$ cat src/common/dual_fifo_pkg.sv
package dual_fifo_pkg;

  // Fixed geometry of two interleaved banks of four
  localparam int fifo_depth = 8;
  localparam int bank_depth = 4;

  // Occupancy 0..8
  typedef logic [3:0] cnt_t;

  // Register word addresses
  typedef enum logic [1:0] {
    reg_ctrl     = 2'd0,
    reg_status   = 2'd1,
    reg_clear    = 2'd2,
    reg_push_cnt = 2'd3
  } reg_addr_e;

  // Bit positions in reg_status, count sits in 3:0
  typedef enum int {
    stat_empty       = 4,
    stat_full        = 5,
    stat_almost_full = 6,
    stat_overflow    = 7,
    stat_underflow   = 8
  } status_bit_e;

  // reg_ctrl fields
  localparam int ctrl_flush_bit = 0;
  localparam int ctrl_thr_lsb   = 4;

  // reg_clear fields
  localparam int clr_ovf_bit = 0;
  localparam int clr_udf_bit = 1;

  // Almost-full threshold out of reset
  localparam cnt_t thresh_reset = 4'd6;

endpackage

$ cat src/hw/dual_fifo_top.sv
`timescale 1ns/100ps

module dual_fifo_top #(
  parameter int DWIDTH = 32
) (
  input  logic                                        clk,
  input  logic                                        reset,
  input  logic                                        push0,
  input  logic [DWIDTH-1:0]                           in_data0,
  input  logic                                        push1,
  input  logic [DWIDTH-1:0]                           in_data1,
  input  logic                                        pop0,
  input  logic                                        pop1,
  output logic [DWIDTH-1:0]                           out_data0,
  output logic [DWIDTH-1:0]                           out_data1,
  output logic [dual_fifo_pkg::fifo_depth*DWIDTH-1:0] win_data,
  output logic [dual_fifo_pkg::fifo_depth-1:0]        win_valid,
  output dual_fifo_pkg::cnt_t                         count,
  output logic                                        full,
  output logic                                        empty,
  output logic                                        almost_full,
  input  logic                                        wb_cyc,
  input  logic                                        wb_stb,
  input  logic                                        wb_we,
  input  logic [1:0]                                  wb_adr,
  input  logic [31:0]                                 wb_dat_w,
  output logic [31:0]                                 wb_dat_r,
  output logic                                        wb_ack
);

  logic       flush;
  logic       overflow_evt;
  logic       underflow_evt;
  logic [1:0] push_accepted;

  open_fifo8_2w2r #(.DWIDTH(DWIDTH)) i_fifo (
    .clk           (clk),
    .reset         (reset),
    .flush         (flush),
    .push0         (push0),
    .in_data0      (in_data0),
    .push1         (push1),
    .in_data1      (in_data1),
    .pop0          (pop0),
    .pop1          (pop1),
    .out_data0     (out_data0),
    .out_data1     (out_data1),
    .count         (count),
    .full          (full),
    .empty         (empty),
    .win_data      (win_data),
    .win_valid     (win_valid),
    .overflow_evt  (overflow_evt),
    .underflow_evt (underflow_evt),
    .push_accepted (push_accepted)
  );

  // Register block watches the FIFO status and drives flush back
  fifo_wb_regs i_regs (
    .clk           (clk),
    .reset         (reset),
    .wb_cyc        (wb_cyc),
    .wb_stb        (wb_stb),
    .wb_we         (wb_we),
    .wb_adr        (wb_adr),
    .wb_dat_w      (wb_dat_w),
    .wb_dat_r      (wb_dat_r),
    .wb_ack        (wb_ack),
    .count         (count),
    .full          (full),
    .empty         (empty),
    .overflow_evt  (overflow_evt),
    .underflow_evt (underflow_evt),
    .push_accepted (push_accepted),
    .flush         (flush),
    .almost_full   (almost_full)
  );

endmodule

$ cat src/hw/fifo_wb_regs.sv
`timescale 1ns/100ps

module fifo_wb_regs (
  input  logic                clk,
  input  logic                reset,
  input  logic                wb_cyc,
  input  logic                wb_stb,
  input  logic                wb_we,
  input  logic [1:0]          wb_adr,
  input  logic [31:0]         wb_dat_w,
  output logic [31:0]         wb_dat_r,
  output logic                wb_ack,
  input  dual_fifo_pkg::cnt_t count,
  input  logic                full,
  input  logic                empty,
  input  logic                overflow_evt,
  input  logic                underflow_evt,
  input  logic [1:0]          push_accepted,
  output logic                flush,
  output logic                almost_full
);

  import dual_fifo_pkg::*;

  logic        wb_req;
  logic        wr_en;
  reg_addr_e   addr;
  cnt_t        thresh;
  logic        ovf_flag;
  logic        udf_flag;
  logic [15:0] push_cnt;
  logic [31:0] rd_data;

  // New request only while ack is low, so acks never run back to back
  assign wb_req = wb_cyc && wb_stb && !wb_ack;
  assign wr_en  = wb_req && wb_we;
  assign addr   = reg_addr_e'(wb_adr);

  always_ff @(posedge clk) begin
    if (reset) begin
      wb_ack <= 1'b0;
    end else begin
      wb_ack <= wb_req;
    end
  end

  always_ff @(posedge clk) begin
    if (wb_req && !wb_we) begin
      wb_dat_r <= rd_data;
    end
  end

  // Control register and flush pulse
  always_ff @(posedge clk) begin
    if (reset) begin
      flush  <= 1'b0;
      thresh <= thresh_reset;
    end else begin
      flush <= wr_en && (addr == reg_ctrl) && wb_dat_w[ctrl_flush_bit];
      if (wr_en && (addr == reg_ctrl)) begin
        thresh <= wb_dat_w[ctrl_thr_lsb +: 4];
      end
    end
  end

  // Sticky flags, a new event beats a clear in the same cycle
  always_ff @(posedge clk) begin
    if (reset) begin
      ovf_flag <= 1'b0;
      udf_flag <= 1'b0;
    end else begin
      if (wr_en && (addr == reg_clear) && wb_dat_w[clr_ovf_bit]) begin
        ovf_flag <= 1'b0;
      end
      if (wr_en && (addr == reg_clear) && wb_dat_w[clr_udf_bit]) begin
        udf_flag <= 1'b0;
      end
      if (overflow_evt) begin
        ovf_flag <= 1'b1;
      end
      if (underflow_evt) begin
        udf_flag <= 1'b1;
      end
    end
  end

  // Wraps at 16 bits
  always_ff @(posedge clk) begin
    if (reset) begin
      push_cnt <= '0;
    end else begin
      push_cnt <= push_cnt + 16'(push_accepted);
    end
  end

  assign almost_full = count >= thresh;

  always_comb begin
    rd_data = '0;
    unique case (addr)
      reg_ctrl: begin
        rd_data[ctrl_thr_lsb +: 4] = thresh;
      end
      reg_status: begin
        rd_data[3:0]              = count;
        rd_data[stat_empty]       = empty;
        rd_data[stat_full]        = full;
        rd_data[stat_almost_full] = almost_full;
        rd_data[stat_overflow]    = ovf_flag;
        rd_data[stat_underflow]   = udf_flag;
      end
      reg_clear: begin
        rd_data = '0;
      end
      reg_push_cnt: begin
        rd_data[15:0] = push_cnt;
      end
    endcase
  end

endmodule

$ cat src/hw/open_fifo4_bank.sv
`timescale 1ns/100ps

module open_fifo4_bank #(
  parameter int DWIDTH = 32
) (
  input  logic                                        clk,
  input  logic                                        reset,
  input  logic                                        flush,
  input  logic                                        push,
  input  logic [DWIDTH-1:0]                           in_data,
  input  logic                                        pop,
  output logic [DWIDTH-1:0]                           out_data,
  output logic                                        full,
  output logic                                        empty,
  output logic [dual_fifo_pkg::bank_depth*DWIDTH-1:0] entries,
  output logic [1:0]                                  rd_ptr,
  output logic [dual_fifo_pkg::bank_depth-1:0]        valid
);

  import dual_fifo_pkg::*;

  logic [DWIDTH-1:0] mem [bank_depth];
  logic [1:0]        wr_ptr;

  // Pointers and valid bits
  always_ff @(posedge clk) begin
    if (reset || flush) begin
      wr_ptr <= '0;
      rd_ptr <= '0;
      valid  <= '0;
    end else begin
      if (pop) begin
        rd_ptr         <= rd_ptr + 2'd1;
        valid[rd_ptr]  <= 1'b0;
      end
      // A push into a full bank only comes with a pop of the same slot,
      // so the set below must win over the clear above
      if (push) begin
        wr_ptr         <= wr_ptr + 2'd1;
        valid[wr_ptr]  <= 1'b1;
      end
    end
  end

  // Entry storage
  always_ff @(posedge clk) begin
    if (push) begin
      mem[wr_ptr] <= in_data;
    end
  end

  assign out_data = mem[rd_ptr];
  assign full     = &valid;
  assign empty    = ~|valid;

  // Raw physical entries for the parent to reorder
  for (genvar i = 0; i < bank_depth; i++) begin : g_entries
    assign entries[i*DWIDTH +: DWIDTH] = mem[i];
  end

endmodule

$ cat src/open_fifo8/open_fifo8_2w2r.sv
`timescale 1ns/100ps

module open_fifo8_2w2r #(
  parameter int DWIDTH = 32
) (
  input  logic                                        clk,
  input  logic                                        reset,
  input  logic                                        flush,
  input  logic                                        push0,
  input  logic [DWIDTH-1:0]                           in_data0,
  input  logic                                        push1,
  input  logic [DWIDTH-1:0]                           in_data1,
  input  logic                                        pop0,
  input  logic                                        pop1,
  output logic [DWIDTH-1:0]                           out_data0,
  output logic [DWIDTH-1:0]                           out_data1,
  output dual_fifo_pkg::cnt_t                         count,
  output logic                                        full,
  output logic                                        empty,
  output logic [dual_fifo_pkg::fifo_depth*DWIDTH-1:0] win_data,
  output logic [dual_fifo_pkg::fifo_depth-1:0]        win_valid,
  output logic                                        overflow_evt,
  output logic                                        underflow_evt,
  output logic [1:0]                                  push_accepted
);

  import dual_fifo_pkg::*;

  logic                         push_swap;
  logic                         pop_swap;
  logic [1:0]                   n_push;
  logic [1:0]                   n_pop;
  cnt_t                         cnt_after_pop;
  cnt_t                         free_slots;
  logic                         push_ok;
  logic                         pop_ok;
  logic                         acc_push1;
  logic                         acc_pop1;
  logic                         push_even;
  logic                         push_odd;
  logic [DWIDTH-1:0]            in_even;
  logic [DWIDTH-1:0]            in_odd;
  logic                         pop_even;
  logic                         pop_odd;
  logic [DWIDTH-1:0]            out_even;
  logic [DWIDTH-1:0]            out_odd;
  logic                         full_even;
  logic                         full_odd;
  logic                         empty_even;
  logic                         empty_odd;
  logic [bank_depth*DWIDTH-1:0] entries_even;
  logic [bank_depth*DWIDTH-1:0] entries_odd;
  logic [1:0]                   rd_ptr_even;
  logic [1:0]                   rd_ptr_odd;
  logic [bank_depth-1:0]        valid_even;
  logic [bank_depth-1:0]        valid_odd;
  logic [2:0]                   head_idx;
  logic [DWIDTH-1:0]            phys [fifo_depth];

  assign count = cnt_t'($countones({valid_odd, valid_even}));
  assign full  = full_even && full_odd;
  assign empty = empty_even && empty_odd;

  // Lane 1 alone counts as nothing
  assign n_push = push0 ? (push1 ? 2'd2 : 2'd1) : 2'd0;
  assign n_pop  = pop0  ? (pop1  ? 2'd2 : 2'd1) : 2'd0;

  // Pop judged first, push sees the space the pop leaves behind
  assign underflow_evt = !flush && (cnt_t'(n_pop) > count);
  assign pop_ok        = !flush && pop0 && !underflow_evt;
  assign cnt_after_pop = pop_ok ? count - cnt_t'(n_pop) : count;
  assign free_slots    = cnt_t'(fifo_depth) - cnt_after_pop;
  assign overflow_evt  = !flush && (cnt_t'(n_push) > free_slots);
  assign push_ok       = !flush && push0 && !overflow_evt;
  assign push_accepted = push_ok ? n_push : 2'd0;

  assign acc_push1 = push_ok && push1;
  assign acc_pop1  = pop_ok && pop1;

  // Lane steering into the banks
  assign push_even = push_swap ? acc_push1 : push_ok;
  assign push_odd  = push_swap ? push_ok   : acc_push1;
  assign in_even   = push_swap ? in_data1  : in_data0;
  assign in_odd    = push_swap ? in_data0  : in_data1;
  assign pop_even  = pop_swap  ? acc_pop1  : pop_ok;
  assign pop_odd   = pop_swap  ? pop_ok    : acc_pop1;
  assign out_data0 = pop_swap  ? out_odd   : out_even;
  assign out_data1 = pop_swap  ? out_even  : out_odd;

  always_ff @(posedge clk) begin
    if (reset || flush) begin
      push_swap <= 1'b0;
      pop_swap  <= 1'b0;
    end else begin
      if (push_ok && !push1) begin
        push_swap <= ~push_swap;
      end
      if (pop_ok && !pop1) begin
        pop_swap <= ~pop_swap;
      end
    end
  end

  // Even bank holds physical slots 0,2,4,6 and odd bank 1,3,5,7
  for (genvar i = 0; i < bank_depth; i++) begin : g_phys
    assign phys[2*i]   = entries_even[i*DWIDTH +: DWIDTH];
    assign phys[2*i+1] = entries_odd[i*DWIDTH +: DWIDTH];
  end

  // Head slot is {bank pointer, bank}
  assign head_idx = pop_swap ? {rd_ptr_odd, 1'b1} : {rd_ptr_even, 1'b0};

  always_comb begin
    for (int k = 0; k < fifo_depth; k++) begin
      win_data[k*DWIDTH +: DWIDTH] = phys[3'(head_idx + k)];
      win_valid[k]                 = count > k;
    end
  end

  open_fifo4_bank #(.DWIDTH(DWIDTH)) bank_even (
    .clk      (clk),
    .reset    (reset),
    .flush    (flush),
    .push     (push_even),
    .in_data  (in_even),
    .pop      (pop_even),
    .out_data (out_even),
    .full     (full_even),
    .empty    (empty_even),
    .entries  (entries_even),
    .rd_ptr   (rd_ptr_even),
    .valid    (valid_even)
  );

  open_fifo4_bank #(.DWIDTH(DWIDTH)) bank_odd (
    .clk      (clk),
    .reset    (reset),
    .flush    (flush),
    .push     (push_odd),
    .in_data  (in_odd),
    .pop      (pop_odd),
    .out_data (out_odd),
    .full     (full_odd),
    .empty    (empty_odd),
    .entries  (entries_odd),
    .rd_ptr   (rd_ptr_odd),
    .valid    (valid_odd)
  );

endmodule

$ cat config.mk
export PLATFORM = sky130hd
export DESIGN_NAME = dual_fifo_top
export DESIGN_NICKNAME = d
export VERILOG_FILES = /design/src/common/dual_fifo_pkg.sv /design/src/hw/dual_fifo_top.sv /design/src/hw/fifo_wb_regs.sv /design/src/hw/open_fifo4_bank.sv /design/src/open_fifo8/open_fifo8_2w2r.sv
export SDC_FILE = /design/constraint.sdc
export NUM_CORES = 1
export LEC_CHECK = 0
export ABC_AREA = 1
export BUFFER_PORTS_ARGS = -buffer_cell sky130_fd_sc_hd__buf_2
export CORE_MARGIN = 2
export CORE_UTILIZATION = 39
export CTS_CLUSTER_DIAMETER = 150
export DETAILED_ROUTE_END_ITERATION = 6
export GPL_ROUTABILITY_DRIVEN = 0
export PLACE_DENSITY_LB_ADDON = 0.3
export SLEW_MARGIN = 15
export SYNTH_ARGS = -nofsm -noshare
export SYNTH_HDL_FRONTEND = slang
export SYNTH_SLANG_ARGS = --single-unit
$ cat constraint.sdc
create_clock -name clk -period 6.4 [get_ports clk]
set_input_delay 0.64 -clock clk [delete_from_list [all_inputs] [get_ports clk]]
set_output_delay 0.64 -clock clk [all_outputs]
set_load 0.005 [all_outputs]
# [Word-level counts from Yosys, hierarchy flattened]
# Memories as Yosys holds them, arrays and structs flattened. A register that Yosys moved wholly into a read port is not among the register bits.
# Cells that the tools add are included.
[word_totals] wordCells=195 memories=2 mem_bits_rw=256 regBits=58
[mem_list] memory="i_fifo.bank_even.mem" words=4 width=32 rd=5 rd_clocked_by_memory_dff=1 write_ports=1 line="open_fifo4_bank.sv:22" source="logic [DWIDTH-1:0] mem [bank_depth];"
[mem_list] memory="i_fifo.bank_odd.mem" words=4 width=32 rd=5 rd_clocked_by_memory_dff=1 write_ports=1 line="open_fifo4_bank.sv:22"
[op_classes] mux=68 n_eq_ne=3 bitwise=16 add_sub_neg=21 reduce_logical=42 order_cmp=27
[op_table] op="$bmux W32 S3" count=8
[op_table] op="$mux W32" count=20
[op_table] op="$ge A4 B4 Y1 const B" count=8
[op_table] op="$not A3 Y4" count=8
[op_table] op="$mux W4" count=7
[op_table] op="$logic_and A1 B1 Y1" count=25
[op_table] op="$mux W2" count=9
[op_table] op="$add A16 B2 Y16" count=1
[op_table] op="$gt A4 B3 Y1 const B" count=4
[op_table] op="$mux W1" count=16
[op_table] op="$pmux W4 S4" count=1
[op_table] op="$add A3 B3 Y3 const B" count=4
[op_table] op="$add A4 B4 Y4" count=3
[op_table] op="$lt A2 B3 Y1 const B" count=4
[op_table] op="$logic_not A1 Y1" count=9
[op_table] op="$add A1 B1 Y2" count=4
[op_table] op="$add A2 B1 Y2 const B" count=4
[op_table] op="$and A4 B4 Y4" count=2
[op_table] op="$demux W1 S2" count=4
[op_table] op="$ge A2 B1 Y1 const B" count=4
[op_table] op="$gt A2 B4 Y1" count=2
[op_table] op="$gt A4 B1 Y1 const B" count=2
[op_table] op="$gt A4 B2 Y1 const B" count=2
[op_table] op="$not A4 Y4" count=2
[op_table] op="17 further kinds" count=24

# [Longest topological paths before layout]
[logic_depth] depth_word=17 depth_mapped=38

# [By module]
# A second synthesis with hierarchy kept.
[unflattened] hier_cells=3599 area_unflattened_um2=24644.9
[by_module_without_submodules] module="open_fifo4_bank" area_per_inst_um2=5896.9 instances=2 cells_per_inst=567
[by_module_without_submodules] module="open_fifo8_2w2r" area_per_inst_um2=10882.9 instances=1 cells_per_inst=2219
[by_module_without_submodules] module="fifo_wb_regs" area_per_inst_um2=1968.1 instances=1 cells_per_inst=246

# [Worst setup path after synthesis]
# OpenSTA, ideal clock, no wires.
[synth_path] path_type="register -> register" startpoint="reg i_fifo.bank_odd.valid[2] (netlist bit)" endpoint="reg i_regs.push_cnt[14]" path_slack_ps=679 synth_period_minus_slack_ps=5721 arrival_time_ps=5589 n_path_buf=1 stages_incl_launch_ff=38 t_required_ps=6268 setup_ps=132 path_cell_list="dfxtp_1 ha_1 fa_1 inv_1 fa_1 inv_1 ha_1 inv_1 fa_1 inv_1 nor2_2 nand2_4 nand2_4 nand2_1 nand2_1 ha_1 inv_1 ha_1 [2 not listed] nand2_1 nor2_2 nand2_4 buf_6 nand2_1 nor2_1 fa_1 nand2_1 nor2_1 nand3_1 nor2_1 nand2_1 nor2_1 nand3_1 nor2_1 nand2_1 nor2_1 nor3_1"
[synth_between] elab_chain_cells=15 word_cells_on_any_way=16 cone_classes="6 x add/sub; 2 x order compare; 2 x mux; 6 x reduce/logical"
[synth_rtl] element="start: declaration" line="open_fifo4_bank.sv:17" source="output logic [dual_fifo_pkg::bank_depth-1:0] valid"
[synth_rtl] element="start signal: assignment" line="open_fifo4_bank.sv:30" source="valid <= '0;"
[synth_rtl] element="start signal: indexed assignment" line="open_fifo4_bank.sv:34" source="valid[rd_ptr] <= 1'b0;"
[synth_rtl] element="start signal: indexed assignment" line="open_fifo4_bank.sv:40" source="valid[wr_ptr] <= 1'b1;"
[synth_rtl] element="$add A1 B1 Y2 (not written as such) (*)" line="open_fifo8_2w2r.sv:60" source="assign count = cnt_t'($countones({valid_odd, valid_even}));"
[synth_rtl] element="$add A4 B4 Y4 (not written as such) (*) (2 in series)" line="open_fifo8_2w2r.sv:60"
[synth_rtl] element="net count[1]" line="dual_fifo_top.sv:18" source="output dual_fifo_pkg::cnt_t count,"
[synth_rtl] element="$gt A2 B4 Y1" line="open_fifo8_2w2r.sv:69" source="assign underflow_evt = !flush && (cnt_t'(n_pop) > count);"
[synth_rtl] element="$logic_and A1 B1 Y1" line="open_fifo8_2w2r.sv:69"
[synth_rtl] element="$logic_not A1 Y1" line="open_fifo8_2w2r.sv:70" source="assign pop_ok = !flush && pop0 && !underflow_evt;"
[synth_rtl] element="$logic_and A1 B1 Y1" line="open_fifo8_2w2r.sv:70"
[synth_rtl] element="$mux W4 (*)" line="open_fifo8_2w2r.sv:71" source="assign cnt_after_pop = pop_ok ? count - cnt_t'(n_pop) : count;"
[synth_rtl] element="$sub A4 B4 Y4 (*)" line="open_fifo8_2w2r.sv:72" source="assign free_slots = cnt_t'(fifo_depth) - cnt_after_pop;"
[synth_rtl] element="$gt A2 B4 Y1 (*)" line="open_fifo8_2w2r.sv:73" source="assign overflow_evt = !flush && (cnt_t'(n_push) > free_slots);"
[synth_rtl] element="$logic_and A1 B1 Y1 (*)" line="open_fifo8_2w2r.sv:73"
[synth_rtl] element="$logic_not A1 Y1 (*)" line="open_fifo8_2w2r.sv:74" source="assign push_ok = !flush && push0 && !overflow_evt;"
[synth_rtl] element="$logic_and A1 B1 Y1 (*)" line="open_fifo8_2w2r.sv:74"
[synth_rtl] element="$mux W2 (*)" line="open_fifo8_2w2r.sv:75" source="assign push_accepted = push_ok ? n_push : 2'd0;"
[synth_rtl] element="$add A16 B2 Y16 (*)" line="fifo_wb_regs.sv:92" source="push_cnt <= push_cnt + 16'(push_accepted);"
[synth_rtl] element="end signal: assignment" line="fifo_wb_regs.sv:92"
[synth_rtl] element="end: declaration" line="fifo_wb_regs.sv:31" source="logic [15:0] push_cnt;"
# The timed path passes the listed nets; every way through them passes the cells marked *.
# A chain may end at the register's enable or synchronous reset.

# [Worst setup path in the final report]
[layout_path] startpoint="reg i_fifo.bank_odd.valid[3] (netlist bit)" endpoint="reg i_regs.push_cnt[14]"
[layout_between] elab_chain_cells=15 word_cells_on_any_way=16 cone_classes="6 x add/sub; 2 x order compare; 2 x mux; 6 x reduce/logical"
[layout_rtl] element="$add A1 B1 Y2 (not written as such) (*)" line="open_fifo8_2w2r.sv:60"
[layout_rtl] element="$add A4 B4 Y4 (not written as such) (*) (2 in series)" line="open_fifo8_2w2r.sv:60"
[layout_rtl] element="$gt A2 B4 Y1" line="open_fifo8_2w2r.sv:69"
[layout_rtl] element="$logic_and A1 B1 Y1" line="open_fifo8_2w2r.sv:69"
[layout_rtl] element="$logic_not A1 Y1" line="open_fifo8_2w2r.sv:70"
[layout_rtl] element="$logic_and A1 B1 Y1" line="open_fifo8_2w2r.sv:70"
[layout_rtl] element="$mux W4 (*)" line="open_fifo8_2w2r.sv:71"
[layout_rtl] element="$sub A4 B4 Y4 (*)" line="open_fifo8_2w2r.sv:72"
[layout_rtl] element="$gt A2 B4 Y1 (*)" line="open_fifo8_2w2r.sv:73"
[layout_rtl] element="$logic_and A1 B1 Y1 (*)" line="open_fifo8_2w2r.sv:73"
[layout_rtl] element="$logic_not A1 Y1 (*)" line="open_fifo8_2w2r.sv:74"
[layout_rtl] element="$logic_and A1 B1 Y1 (*)" line="open_fifo8_2w2r.sv:74"
[layout_rtl] element="$mux W2 (*)" line="open_fifo8_2w2r.sv:75"
[layout_rtl] element="$add A16 B2 Y16 (*)" line="fifo_wb_regs.sv:92"
# Mark *: on every way between the ends. The rest lies on a longest branch, timed or not.

==> flow_summary.yaml <==
place:
  numPortBuffers: 432
  dp_cells: 4333
  hpwl_um: 58100
  place_area_sq_um: 25700
  dp_worst_setup_slack_ns: 0.384
final_layout:
  syn2layout_area_growth_pct: 16.4
  drive_gt1_share_pct: 16.4
  fin_nets: 3755
  layout_commonest_cell: "nand2_1"
  stdcell_count: 4407
  fin_area_sq_um: 27000
  layout_common_cells: "906 x nand2_1, 464 x o21ai_0, 432 x buf_2"
synthesis:
  avgSynthCellArea_sq_um: 6.97
  syn-instance-count: 3324
  yosys.area.top_type: "edfxtp_1"
  ys_ff_latch: 318
  synthArstFlopShare_pct: 0
  yosys_most_used_dff: "edfxtp_1"
  ys_types: 38
  synth_top_area_share_pct: 35.2
  synth-edff-count: 272
  synth_area_leaders: "edfxtp_1 35%, nand2_1 15%, o21ai_0 10%, o21ai_1 7.4%, inv_1 6.3%"
  synth_seq_area_share_pct: 39.2
  yosysWarnings: 0
  syn_area_sq_um: 23200
pwr:
  vdd_ir_drop_max_uv: 303
  leakage_nw: 12.1
  power_density_nw_per_um2: 518
  p_total_mw: 14.0
setup_path:
  crit_path_max_incr_delay_ns: 0.53
  worst_setup_path_end_kind: "register"
  path_delay_family: "adder cells"
  critical_path_class: "register to register"
  critPathArrivalTime_ns: 6.29
  worstPathRequired_ns: 6.82
  crit_end: "i_regs.push_cnt[14]"
  crit_start: "i_fifo.bank_odd.valid[3]"
  r2r_end: "i_regs.push_cnt[14]"
  worst_path_max_delay_cell: "fa_1"
  path_buf_inv: 6
  r2r_start: "i_fifo.bank_odd.valid[3]"
  start_kind: "register"
  crit_cells: 36
  regToRegSetupSlack_ns: 0.53
  critPathMaxFanout: 8
  r2r_cells: 36
timing:
  finalHoldViolations: 0
  fin_crit_ns: 5.87
  fin_ws_ns: 0.526
  setup_tns_ns: 0
  fmax_mhz: 170
  finalClockSkew_ns: 0.0205
  slew_violations: 0
  fin_crit_sh_pct: 91.8
  slew_headroom_pct: 26.8
  worst_slew_pin_slew_ns: 1.10
  setup_violations: 0
drt:
  drt_iter0_markers: 2018
  first_pass_iters: 5
  routed-via-count: 23048
  wl_per_cell_um: 18.7
  drc: 0
  vias_per_cell: 5.23
  drt.antenna.violating_nets: 0
  drt-total-wl_um: 82400
global_routing:
  overflow: 0
  use_met2_pct: 43.6
  gr-usage-met1_pct: 34.8
  first_global_vias: 20337
  use_met3_pct: 2.60
  grt.total_usage_pct: 25.9
  grt_pass1_wl_um: 120000
  antenna_found_initial: 2
  grt_max_degree: 178
  top_usage_layer: "met2"
floorplan:
  initial_core_util_pct: 39.3
  row_count: 89
  die_h_um: 248
  design.core.area_sq_um: 58900
  die-area_sq_um: 61400
  die_w_um: 248
  ios: 475
hold_path:
  hold_path.class: "input pin to register"
status:
  status: "completed"
clock_tree:
  cts_sinks: 318
  root_buffer: "clkbuf_16"
  htreeDepth: 2
  clockBufferDepth: 3
  cts_inserted_buffers: 37
  clkTransAtPathRegs_ns: 0.06
  cts-hold-fix-buffers: 0
  clkLatencyLatePin_ns: 0.55
  cts_tree: "built"
flow_run:
  maxCapViolations: 0
==> layer usage <==
layer	part of all wire [%]	wire (um)
met1	43	35500
met2	47	38600
met3	6.9	5670
met4	3.1	2590
met5	0	0
==> metrics by stage <==
step | utilization [%] | hold WS [ns]
after detailed placement | 43.6 | 0.472
after CTS | 45.7 | 0.302
final | 45.8 | 0.314
after global placement | 43.6 | 0.464
after global routing | 45.8 | 0.307
after floorplan | - | 0.439
==> where the power goes <==
part	total, mW	internal [mW]	leakage [nW]	switching [mW]
sequential	3.20	2.91	2.87	0.292
clock	2.18	1.31	0.616	0.879
combinational	8.59	2.95	8.65	5.63
==> cell type report <==
cell class / instances / area, sq um
Multi-Input combinational cell: 2366 / 11500
Antenna cell: 1 / 2.50
Timing Repair Buffer: 478 / 2620
Tap cell: 773 / 967
Sequential cell: 318 / 9100
Inverter: 403 / 1520
Fill cell: 5950 / 31900
Clock buffer: 45 / 977
Clock inverter: 23 / 279
==> synthesized netlist by cell type (5+ instances only) <==
master    instances
a32o_1           25
edfxtp_1        272
buf_4            39
o21ai_0         465
o21ai_1         341
clkbuf_1        136
nand4_1          13
inv_1           389
dfxtp_1          46
buf_1            17
nand2_1         907
o211ai_1          5
nor2_1          177
nor3_1            5
fa_1              6
ha_1             38
mux2i_1          64
nand3_1          14
inv_2            11
buf_2            54
a21oi_1         262
==> kinds of logic after synthesis <==
| logic type | Yosys count | synth area share [%] |
|---|---|---|
| other | 1 | 0.0162 |
| buffers and inverters | 655 | 11.7 |
| xor gates and xnor gates | 2 | 0.0756 |
| DFF | 318 | 39.2 |
| adders and majority gates | 44 | 2.57 |
| AOI/OAI and AO/OA | 1113 | 24.8 |
| muxes | 64 | 2.76 |
| and+or+nand+nor | 1127 | 18.8 |
==> worst min-delay path: stages <==
cell	delay [ns]
buf_2	0.08
nand2_1	0.04
o211ai_1	0.06
==> state kept, by name, summed over array words and instances (netlist names), named ones only <==
signal and cells:
i_fifo.bank_odd.valid 4, i_fifo.bank_odd.rd_ptr 2, i_fifo.bank_odd.wr_ptr 2, i_regs.ovf_flag 1
i_regs.push_cnt 16, i_regs.thresh 4, i_regs.udf_flag 1, i_fifo.bank_odd.mem 128
i_fifo.bank_even.valid 4, i_fifo.push_swap 1, i_regs.flush 1, i_fifo.bank_even.wr_ptr 2
i_fifo.bank_even.mem 128, i_fifo.bank_even.rd_ptr 2, i_regs.wb_dat_r 16, i_fifo.pop_swap 1
i_regs.wb_ack 1
==> how the worst min path moves through the flow <==
stage | from | to | slack [ns] | depth (start not counted)
3_3_place_gp | i_regs.push_cnt[15] | i_regs.push_cnt[15] | 0.46 | 2
4_1_cts | wb_dat_w[6] | i_regs.thresh[2] | 0.30 | 3
3_5_place_dp | i_regs.push_cnt[15] | i_regs.push_cnt[15] | 0.47 | 2
2_1_floorplan | i_regs.udf_flag | i_regs.udf_flag | 0.44 | 2
6_report | wb_dat_w[6] | i_regs.thresh[2] | 0.31 | 3
5_1_grt | wb_dat_w[6] | i_regs.thresh[2] | 0.31 | 3
==> repair_timing <==
action | CTS | global route
endpoints found under the setup margin | 0 | 6
gates resized for setup | 0 | 11
setup buffers | 0 | 5
(Power assumes the default switching activity.)
